--- src/rtl/i3c_rx_consts.svh ---
// Line indices must match the top-level pin wiring; filter lengths are in system clock cycles
`ifndef I3C_RX_CONSTS_SVH
`define I3C_RX_CONSTS_SVH

// Filtered bus lines
`define I3C_NUM_LINES 2
`define I3C_SCL_LINE 0
`define I3C_SDA_LINE 1

// Line filter depth
`define I3C_SYNC_STAGES 2
`define I3C_GLITCH_CYCLES 2

// Address and data byte size
`define I3C_BYTE_BITS 8

// RX descriptor flags, byte count sits in bits 15:0
`define I3C_DESC_PERR_BIT 16
`define I3C_DESC_OVF_BIT 17

`endif

--- src/rtl/i3c_rx_pkg.sv ---
// Descriptor layout assumes a 16-bit byte count in the low half of a 32-bit word
`include "i3c_rx_consts.svh"

package i3c_rx_pkg;

  // Address byte carries RnW in bit 0
  typedef logic [`I3C_BYTE_BITS-1:0] i3c_byte_t;
  typedef logic [`I3C_BYTE_BITS-2:0] i3c_addr_t;

  typedef logic [15:0] i3c_byte_cnt_t;
  typedef logic [31:0] i3c_rx_desc_t;

  // Counts up to the ninth bit of a byte
  typedef logic [3:0] i3c_bit_cnt_t;

  typedef enum logic [2:0] {
    Idle,
    Addr,
    AddrAck,
    WrData,
    Parity,
    Ignore
  } i3c_target_state_e;

endpackage

--- src/rtl/i3c_rx_ifs.sv ---
// No back-pressure on the byte path; every bus event except sda_level is a one-cycle pulse
`timescale 1ns/1ps

interface bus_event_if;
  logic start;
  logic rstart;
  logic stop;
  logic scl_rise;
  logic scl_fall;
  logic sda_level;

  modport monitor(
    output start,
    output rstart,
    output stop,
    output scl_rise,
    output scl_fall,
    output sda_level
  );

  modport target(
    input start,
    input rstart,
    input stop,
    input scl_rise,
    input scl_fall,
    input sda_level
  );
endinterface

interface rx_byte_if;
  import i3c_rx_pkg::*;

  logic      byte_valid;
  i3c_byte_t byte_data;
  logic      parity_err;
  // Only sent for transfers whose address was ACKed
  logic      xfer_end;

  modport source(output byte_valid, output byte_data, output parity_err, output xfer_end);
  modport sink(input byte_valid, input byte_data, input parity_err, input xfer_end);
endinterface

--- src/rtl/i3c_line_filter.sv ---
// Level resets high and lags the pin by the synchronizer depth plus the glitch window
`timescale 1ns/1ps
`include "i3c_rx_consts.svh"

module i3c_line_filter (
  input  logic clk_i,
  input  logic rst_ni,
  input  logic line_i,
  output logic level_o,
  output logic rise_o,
  output logic fall_o
);
  localparam int unsigned CntWidth = $clog2(`I3C_GLITCH_CYCLES + 1);

  logic [`I3C_SYNC_STAGES-1:0] sync_q;
  logic                        synced;
  logic [CntWidth-1:0]         stable_cnt_q;
  logic                        accept;
  logic                        level_q;
  logic                        rise_q;
  logic                        fall_q;

  assign synced = sync_q[`I3C_SYNC_STAGES-1];

  // New level held long enough
  assign accept = (synced != level_q) &&
                  (stable_cnt_q == CntWidth'(`I3C_GLITCH_CYCLES - 1));

  always_ff @(posedge clk_i or negedge rst_ni) begin
    if (!rst_ni) begin
      sync_q       <= '1;
      stable_cnt_q <= '0;
      level_q      <= 1'b1;
      rise_q       <= 1'b0;
      fall_q       <= 1'b0;
    end else begin
      sync_q <= {sync_q[`I3C_SYNC_STAGES-2:0], line_i};
      rise_q <= accept && synced;
      fall_q <= accept && !synced;
      // Any return to the old level restarts the window
      if ((synced == level_q) || accept) begin
        stable_cnt_q <= '0;
      end else begin
        stable_cnt_q <= stable_cnt_q + 1'b1;
      end
      if (accept) begin
        level_q <= synced;
      end
    end
  end

  assign level_o = level_q;
  assign rise_o  = rise_q;
  assign fall_o  = fall_q;

endmodule

--- src/rtl/i3c_bus_monitor.sv ---
// Events lag the filtered edges by one cycle and are suppressed while standby is disabled
`timescale 1ns/1ps
`include "i3c_rx_consts.svh"

module i3c_bus_monitor (
  input  logic                      clk_i,
  input  logic                      rst_ni,
  input  logic                      standby_en_i,
  input  logic [`I3C_NUM_LINES-1:0] line_level_i,
  input  logic [`I3C_NUM_LINES-1:0] line_rise_i,
  input  logic [`I3C_NUM_LINES-1:0] line_fall_i,
  bus_event_if.monitor              evt
);
  logic scl_high;
  logic sda_fall;
  logic sda_rise;
  logic bus_open_q;
  logic start_q;
  logic rstart_q;
  logic stop_q;
  logic scl_rise_q;
  logic scl_fall_q;
  logic sda_level_q;

  assign scl_high = line_level_i[`I3C_SCL_LINE];

  // SDA edges with SCL high are bus conditions
  assign sda_fall = standby_en_i && scl_high && line_fall_i[`I3C_SDA_LINE];
  assign sda_rise = standby_en_i && scl_high && line_rise_i[`I3C_SDA_LINE];

  always_ff @(posedge clk_i or negedge rst_ni) begin
    if (!rst_ni) begin
      bus_open_q  <= 1'b0;
      start_q     <= 1'b0;
      rstart_q    <= 1'b0;
      stop_q      <= 1'b0;
      scl_rise_q  <= 1'b0;
      scl_fall_q  <= 1'b0;
      sda_level_q <= 1'b1;
    end else begin
      start_q     <= sda_fall && !bus_open_q;
      rstart_q    <= sda_fall && bus_open_q;
      stop_q      <= sda_rise;
      scl_rise_q  <= standby_en_i && line_rise_i[`I3C_SCL_LINE];
      scl_fall_q  <= standby_en_i && line_fall_i[`I3C_SCL_LINE];
      sda_level_q <= line_level_i[`I3C_SDA_LINE];
      if (!standby_en_i || sda_rise) begin
        bus_open_q <= 1'b0;
      end else if (sda_fall) begin
        bus_open_q <= 1'b1;
      end
    end
  end

  assign evt.start     = start_q;
  assign evt.rstart    = rstart_q;
  assign evt.stop      = stop_q;
  assign evt.scl_rise  = scl_rise_q;
  assign evt.scl_fall  = scl_fall_q;
  assign evt.sda_level = sda_level_q;

endmodule

--- src/rtl/i3c_target_fsm.sv ---
// SDR private writes only; read headers and foreign addresses get no ACK and are ignored
`timescale 1ns/1ps
`include "i3c_rx_consts.svh"

module i3c_target_fsm (
  input  logic                  clk_i,
  input  logic                  rst_ni,
  input  i3c_rx_pkg::i3c_addr_t target_dyn_addr_i,
  input  logic                  target_dyn_addr_valid_i,
  output logic                  sda_o,
  output i3c_rx_pkg::i3c_byte_t addr_o,
  output logic                  addr_valid_o,
  bus_event_if.target           evt,
  rx_byte_if.source             rx
);
  import i3c_rx_pkg::*;

  i3c_target_state_e state_q;
  i3c_bit_cnt_t      bit_cnt_q;
  i3c_byte_t         shift_q;
  i3c_byte_t         next_byte;
  i3c_byte_t         addr_q;
  logic              addr_valid_q;
  logic              addr_match;
  logic              last_bit;
  logic              acked_q;
  logic              sda_q;
  logic              byte_valid_q;
  logic              parity_err_q;
  logic              xfer_end_q;

  assign next_byte = {shift_q[`I3C_BYTE_BITS-2:0], evt.sda_level};
  assign last_bit  = (bit_cnt_q == i3c_bit_cnt_t'(`I3C_BYTE_BITS - 1));

  // Write header to our dynamic address
  assign addr_match = target_dyn_addr_valid_i && !next_byte[0] &&
                      (next_byte[`I3C_BYTE_BITS-1:1] == target_dyn_addr_i);

  always_ff @(posedge clk_i) begin
    if (evt.scl_rise && ((state_q == Addr) || (state_q == WrData))) begin
      shift_q <= next_byte;
    end
  end

  always_ff @(posedge clk_i or negedge rst_ni) begin
    if (!rst_ni) begin
      state_q      <= Idle;
      bit_cnt_q    <= '0;
      addr_q       <= '0;
      addr_valid_q <= 1'b0;
      acked_q      <= 1'b0;
      sda_q        <= 1'b1;
      byte_valid_q <= 1'b0;
      parity_err_q <= 1'b0;
      xfer_end_q   <= 1'b0;
    end else begin
      addr_valid_q <= 1'b0;
      byte_valid_q <= 1'b0;
      xfer_end_q   <= 1'b0;
      if (evt.start || evt.rstart || evt.stop) begin
        // Close an ACKed transfer, then restart or go idle
        xfer_end_q <= acked_q;
        acked_q    <= 1'b0;
        sda_q      <= 1'b1;
        bit_cnt_q  <= '0;
        state_q    <= evt.stop ? Idle : Addr;
      end else begin
        unique case (state_q)
          Addr: begin
            if (evt.scl_rise) begin
              bit_cnt_q <= bit_cnt_q + 1'b1;
              if (last_bit) begin
                bit_cnt_q    <= '0;
                addr_q       <= next_byte;
                addr_valid_q <= 1'b1;
                state_q      <= addr_match ? AddrAck : Ignore;
              end
            end
          end
          AddrAck: begin
            // Pull SDA low for one full SCL period
            if (evt.scl_fall) begin
              if (sda_q) begin
                sda_q   <= 1'b0;
                acked_q <= 1'b1;
              end else begin
                sda_q   <= 1'b1;
                state_q <= WrData;
              end
            end
          end
          WrData: begin
            if (evt.scl_rise) begin
              bit_cnt_q <= bit_cnt_q + 1'b1;
              if (last_bit) begin
                bit_cnt_q <= '0;
                state_q   <= Parity;
              end
            end
          end
          Parity: begin
            if (evt.scl_rise) begin
              byte_valid_q <= 1'b1;
              // T bit must be the inverted XOR of the byte
              parity_err_q <= (evt.sda_level == ^shift_q);
              state_q      <= WrData;
            end
          end
          Idle, Ignore: begin
            sda_q <= 1'b1;
          end
          default: begin
            state_q <= Idle;
          end
        endcase
      end
    end
  end

  assign sda_o        = sda_q;
  assign addr_o       = addr_q;
  assign addr_valid_o = addr_valid_q;

  assign rx.byte_valid = byte_valid_q;
  assign rx.byte_data  = shift_q;
  assign rx.parity_err = parity_err_q;
  assign rx.xfer_end   = xfer_end_q;

endmodule

--- src/rtl/i3c_rx_descriptor.sv ---
// Descriptor queue is assumed never full; bytes seen while the data queue is full are dropped
`timescale 1ns/1ps
`include "i3c_rx_consts.svh"

module i3c_rx_descriptor (
  input  logic                     clk_i,
  input  logic                     rst_ni,
  rx_byte_if.sink                  rx,
  input  logic                     rx_queue_full_i,
  output logic                     rx_queue_wvalid_o,
  output i3c_rx_pkg::i3c_byte_t    rx_queue_wdata_o,
  output logic                     rx_desc_queue_wvalid_o,
  output i3c_rx_pkg::i3c_rx_desc_t rx_desc_queue_wdata_o
);
  import i3c_rx_pkg::*;

  logic          byte_write;
  i3c_byte_cnt_t byte_cnt_q;
  i3c_byte_cnt_t byte_cnt_next;
  logic          perr_q;
  logic          perr_next;
  logic          ovf_q;
  logic          ovf_next;
  i3c_rx_desc_t  desc_next;

  assign byte_write    = rx.byte_valid && !rx_queue_full_i;
  assign byte_cnt_next = byte_cnt_q + i3c_byte_cnt_t'(byte_write);
  assign perr_next     = perr_q || (rx.byte_valid && rx.parity_err);
  assign ovf_next      = ovf_q || (rx.byte_valid && rx_queue_full_i);

  always_comb begin
    desc_next = '0;
    desc_next[$bits(i3c_byte_cnt_t)-1:0] = byte_cnt_next;
    desc_next[`I3C_DESC_PERR_BIT]        = perr_next;
    desc_next[`I3C_DESC_OVF_BIT]         = ovf_next;
  end

  always_ff @(posedge clk_i or negedge rst_ni) begin
    if (!rst_ni) begin
      rx_queue_wvalid_o      <= 1'b0;
      rx_desc_queue_wvalid_o <= 1'b0;
      byte_cnt_q             <= '0;
      perr_q                 <= 1'b0;
      ovf_q                  <= 1'b0;
    end else begin
      rx_queue_wvalid_o      <= byte_write;
      rx_desc_queue_wvalid_o <= rx.xfer_end;
      // Start the next transfer with a clean count
      if (rx.xfer_end) begin
        byte_cnt_q <= '0;
        perr_q     <= 1'b0;
        ovf_q      <= 1'b0;
      end else begin
        byte_cnt_q <= byte_cnt_next;
        perr_q     <= perr_next;
        ovf_q      <= ovf_next;
      end
    end
  end

  always_ff @(posedge clk_i) begin
    if (byte_write) begin
      rx_queue_wdata_o <= rx.byte_data;
    end
    if (rx.xfer_end) begin
      rx_desc_queue_wdata_o <= desc_next;
    end
  end

endmodule

--- src/rtl/i3c_target_rx_top.sv ---
// SCL is input only and SDA is open-drain, so ctrl_sda_o high means the line is released
`timescale 1ns/1ps
`include "i3c_rx_consts.svh"

module i3c_target_rx_top (
  input  logic                     clk_i,
  input  logic                     rst_ni,
  input  logic                     ctrl_scl_i,
  input  logic                     ctrl_sda_i,
  output logic                     ctrl_sda_o,
  input  logic                     standby_en_i,
  input  i3c_rx_pkg::i3c_addr_t    target_dyn_addr_i,
  input  logic                     target_dyn_addr_valid_i,
  // RX data queue
  input  logic                     rx_queue_full_i,
  output logic                     rx_queue_wvalid_o,
  output i3c_rx_pkg::i3c_byte_t    rx_queue_wdata_o,
  // RX descriptor queue
  output logic                     rx_desc_queue_wvalid_o,
  output i3c_rx_pkg::i3c_rx_desc_t rx_desc_queue_wdata_o,
  // Bus conditions and received address
  output logic                     bus_start_o,
  output logic                     bus_rstart_o,
  output logic                     bus_stop_o,
  output i3c_rx_pkg::i3c_byte_t    bus_addr_o,
  output logic                     bus_addr_valid_o
);
  logic [`I3C_NUM_LINES-1:0] line_pin;
  logic [`I3C_NUM_LINES-1:0] line_level;
  logic [`I3C_NUM_LINES-1:0] line_rise;
  logic [`I3C_NUM_LINES-1:0] line_fall;

  bus_event_if evt ();
  rx_byte_if   rx ();

  assign line_pin[`I3C_SCL_LINE] = ctrl_scl_i;
  assign line_pin[`I3C_SDA_LINE] = ctrl_sda_i;

  for (genvar i = 0; i < `I3C_NUM_LINES; i++) begin : g_line_filter
    i3c_line_filter xi3c_line_filter (
      .clk_i,
      .rst_ni,
      .line_i (line_pin[i]),
      .level_o(line_level[i]),
      .rise_o (line_rise[i]),
      .fall_o (line_fall[i])
    );
  end

  i3c_bus_monitor xi3c_bus_monitor (
    .clk_i,
    .rst_ni,
    .standby_en_i,
    .line_level_i(line_level),
    .line_rise_i (line_rise),
    .line_fall_i (line_fall),
    .evt         (evt.monitor)
  );

  i3c_target_fsm xi3c_target_fsm (
    .clk_i,
    .rst_ni,
    .target_dyn_addr_i,
    .target_dyn_addr_valid_i,
    .sda_o       (ctrl_sda_o),
    .addr_o      (bus_addr_o),
    .addr_valid_o(bus_addr_valid_o),
    .evt         (evt.target),
    .rx          (rx.source)
  );

  i3c_rx_descriptor xi3c_rx_descriptor (
    .clk_i,
    .rst_ni,
    .rx(rx.sink),
    .rx_queue_full_i,
    .rx_queue_wvalid_o,
    .rx_queue_wdata_o,
    .rx_desc_queue_wvalid_o,
    .rx_desc_queue_wdata_o
  );

  assign bus_start_o  = evt.start;
  assign bus_rstart_o = evt.rstart;
  assign bus_stop_o   = evt.stop;

endmodule

--- config.mk ---
export PLATFORM = sky130hd
export DESIGN_NAME = i3c_target_rx_top
export DESIGN_NICKNAME = d
export VERILOG_FILES = /design/src/rtl/i3c_rx_pkg.sv /design/src/rtl/i3c_rx_ifs.sv /design/src/rtl/i3c_line_filter.sv /design/src/rtl/i3c_bus_monitor.sv /design/src/rtl/i3c_target_fsm.sv /design/src/rtl/i3c_rx_descriptor.sv /design/src/rtl/i3c_target_rx_top.sv
export VERILOG_INCLUDE_DIRS = /design/src /design/src/rtl
export SDC_FILE = /design/constraint.sdc
export NUM_CORES = 1
export LEC_CHECK = 0
export BUFFER_PORTS_ARGS = -buffer_cell sky130_fd_sc_hd__buf_4
export CORE_UTILIZATION = 55
export CTS_CLUSTER_SIZE = 30
export DETAILED_ROUTE_END_ITERATION = 6
export PLACE_DENSITY_LB_ADDON = 0.2
export SLEW_MARGIN = 20
export SYNTH_ARGS = -nofsm -noshare
export SYNTH_HDL_FRONTEND = slang
export SYNTH_SLANG_ARGS = --single-unit
--- constraint.sdc ---
create_clock -name clk_i -period 2.7 [get_ports clk_i]
set_clock_uncertainty 0.15 [all_clocks]
set_input_delay 0 -clock clk_i [delete_from_list [all_inputs] [get_ports clk_i]]
set_output_delay 0 -clock clk_i [all_outputs]
set_load 0.05 [all_outputs]
==> impl_metrics.json <==
{
  "cts_sinks": 96,
  "synth_top_area_share_pct": 34.62,
  "drt_iter0_markers": 146,
  "fin_crit_ns": 2.091,
  "clockBufferDepth": 2,
  "critPathKind": "reg -> reg",
  "post-cts-setup-buffers": 0,
  "synthCells": 293,
  "p_sw_mw": 0.9097,
  "grt_max_degree": 63,
  "cts_tree": "done",
  "drive_gt1_share_pct": 25.00,
  "wirelength_microns": 6320,
  "maxCapViolCount": 0,
  "ctsResizeCount": 0,
  "drv_slew": 0,
  "cts_hold_buf": 5,
  "p_int_mw": 2.408,
  "seqPwrFrac_pct": 54.2,
  "setup_viol": 0,
  "ys_seq_area_share_pct": 66.15,
  "io_buffer_count": 54,
  "maxSlewHeadroom_pct": 47.68,
  "ys_warn_count": 0,
  "grt_usage_pct": 18.61,
  "leakagePower_nw": 2.167,
  "p_per_area_nw_per_um2": 717.4,
  "arrival_ns": 2.18,
  "pin_count": 69,
  "post_synth_num_cell_types": 42,
  "nets": 378,
  "cp-end-kind": "flip-flop",
  "gp_congestion": 0.8027,
  "worstMarginPinSlew_ns": 0.7848,
  "cts_buffers": 9,
  "drc": 0,
  "clock_power_share_pct": 29.7,
  "grt_pass1_wl_microns": 10410,
  "synth_top_flop_cell": "dfrtp_1",
  "antenna_found_initial": 0,
  "synth-async-reset-ratio_pct": 64.58,
  "area_growth_pct": 18.46,
  "synth_common_cells": "dfrtp_1 (54), edfxtp_1 (34), xnor2_1 (20)",
  "grt_overflow": 0,
  "vias": 2274,
  "initial_core_util_pct": 57.14,
  "dieArea_sq_um": 7438,
  "netSwitchingFraction_pct": 27.42,
  "hold_viol_final": 0,
  "final_area_sq_um": 4624,
  "setup_tns_ns": 0,
  "cts_root_buf": "clkbuf_8",
  "nFillCells": 510,
  "min_path_type": "in -> reg",
  "avgRoutedWirePerCell_microns": 13.74,
  "ys_ff_latch": 96,
  "clock_latency_ns": 0.35,
  "pwr-share-comb_pct": 16.1,
  "peakVddDrop_mv": 0.4211,
  "placed_area_sq_um": 4363,
  "coreArea_sq_um": 6832,
  "fp-row-count": 30,
  "crit_path_start_kind": "flip-flop",
  "dp.final_hpwl_microns": 4173,
  "vias_per_cell": 4.943,
  "synth_edf_count": 34,
  "fmax_mhz": 478.2,
  "cp_max_fo": 9,
  "rsz0062_at_grt": "no",
  "grt_pass1_vias": 2192,
  "worst_ep_required_time_ns": 2.79,
  "yosysMostFrequentCell": "dfrtp_1",
  "period_share_pct": 77.45,
  "n_antenna_cell": 0,
  "yosys.area.top_type": "dfrtp_1",
  "synth_area_sq_um": 3904,
  "status": "finished, final reports clean",
  "h-tree-depth": 3,
  "antenna_left": 0,
  "clk_pin_slew_ns": 0.08,
  "synth.area.top_cells": "dfrtp_1 (35%), edfxtp_1 (26%), dfstp_2 (5.4%), xnor2_1 (4.5%), nor2b_1 (3.0%)",
  "die_w_microns": 86.25,
  "syn_area_per_cell_sq_um": 13.32,
  "die_h_microns": 86.25,
  "dr.pass1.iters": 4
}
## kinds of logic (layout without fill, tap and decap cells)
kind of cell	count (synthesis)	in the layout	synth area share, %
flip-flops	96	96	66.15
adder cells (fa/ha/maj)	5	5	1.603
AND/OR/NAND/NOR	95	95	14.20
XOR/XNOR	33	33	7.404
buffers and inverters	30	88	4.391
multiplexers	8	8	2.308
other	1	14	0.09606
AO/OA/AOI/OAI	25	25	3.846
## stage by stage
step	setup slack [ns]	hold WS [ns]	instances	power [mW]	util, %
final	0.6089	0.03530	460	3.317	67.69
after CTS	0.6114	0.01574	460	3.341	67.69
after detailed placement	0.6245	-0.03880	439	2.354	63.86
after global placement	0.6700	-0.04116	439	2.338	63.86
after global routing	0.4712	0.05459	460	3.482	67.69
after floorplan	0.5223	-0.4456	306	2.241	-
## per-layer routing
metal	part of all wire (%)	vias up	GRT usage, %
li1	-	1107	-
met1	47	1088	25.74
met2	46	65	26.98
met3	4.3	14	4.571
met4	2.4	0	10.91
met5	0	-	0
## sequential cells by signal, indices dropped and copies added (netlist names), 2 cells and up
name / cells
xi3c_rx_descriptor.byte_cnt_q: 16
xi3c_target_fsm.bit_cnt_q: 4
xi3c_rx_descriptor.rx_queue_wdata_o: 8
g_line_filter.xi3c_line_filter.level_o: 2
xi3c_target_fsm.rx.byte_data: 8
g_line_filter.xi3c_line_filter.fall_o: 2
g_line_filter.xi3c_line_filter.rise_o: 2
g_line_filter.xi3c_line_filter.stable_cnt_q: 4
g_line_filter.xi3c_line_filter.sync_q: 4
xi3c_target_fsm.addr_o: 8
xi3c_rx_descriptor.rx_desc_queue_wdata_o: 18
xi3c_target_fsm.state_q: 3
## area by class of cell
class                           count  area [sq um]  area share [%]
Clock inverter                      6         83.83           1.813
Sequential cell                    96          2582           55.84
Clock buffer                       10         127.6           2.760
Timing Repair Buffer               61         470.5           10.17
Inverter                           11         41.29          0.8929
Tap cell                           96         120.1           2.597
Multi-Input combinational cell    180          1199           25.92
## worst paths after layout
kind | startpoint | end | slack [ns] | depth (start not counted)
max reg2reg | xi3c_bus_monitor.evt.stop | xi3c_target_fsm.addr_o[7] | 0.61 | 4
min reg2reg | g_line_filter[0].xi3c_line_filter.sync_q[0] | g_line_filter[0].xi3c_line_filter.sync_q[1] | 0.21 | 0
max | xi3c_bus_monitor.evt.stop | xi3c_target_fsm.addr_o[7] | 0.61 | 4
min | target_dyn_addr_i[3] | xi3c_target_fsm.state_q[2] | 0.04 | 5
min in group asynchronous | rst_ni | xi3c_target_fsm.addr_o[5] | 0.11 | 2
max in group asynchronous | rst_ni | xi3c_target_fsm.bit_cnt_q[1] | 1.75 | 2
## cell usage in the layout (no fill, tap or decap), types with 12 or more instances in the layout
cell type / n
buf_4: 56
conb_1: 14
dfrtp_1: 54
edfxtp_1: 34
nand2_1: 12
nand3_1: 12
nor2_1: 16
nor2b_1: 19
xnor2_1: 20
xor2_1: 13
## power groups by stage
stage	sequential [mW]	clock [mW]	combinational (mW)
final	1.80	0.984	0.536
after global routing	1.82	1.06	0.604
after CTS	1.80	1.01	0.537
after detailed placement	1.83	0	0.527
after global placement	1.82	0	0.515
after floorplan	1.80	0	0.437
## worst max-delay path, stage by stage (launching register included)
cell	delay [ns]
dfrtp_1	0.44
nor3_4	0.32
nand2_2	0.13
nor4_4	0.54
mux2_2	0.40
Note: power is estimated with default switching activity, not from simulation.
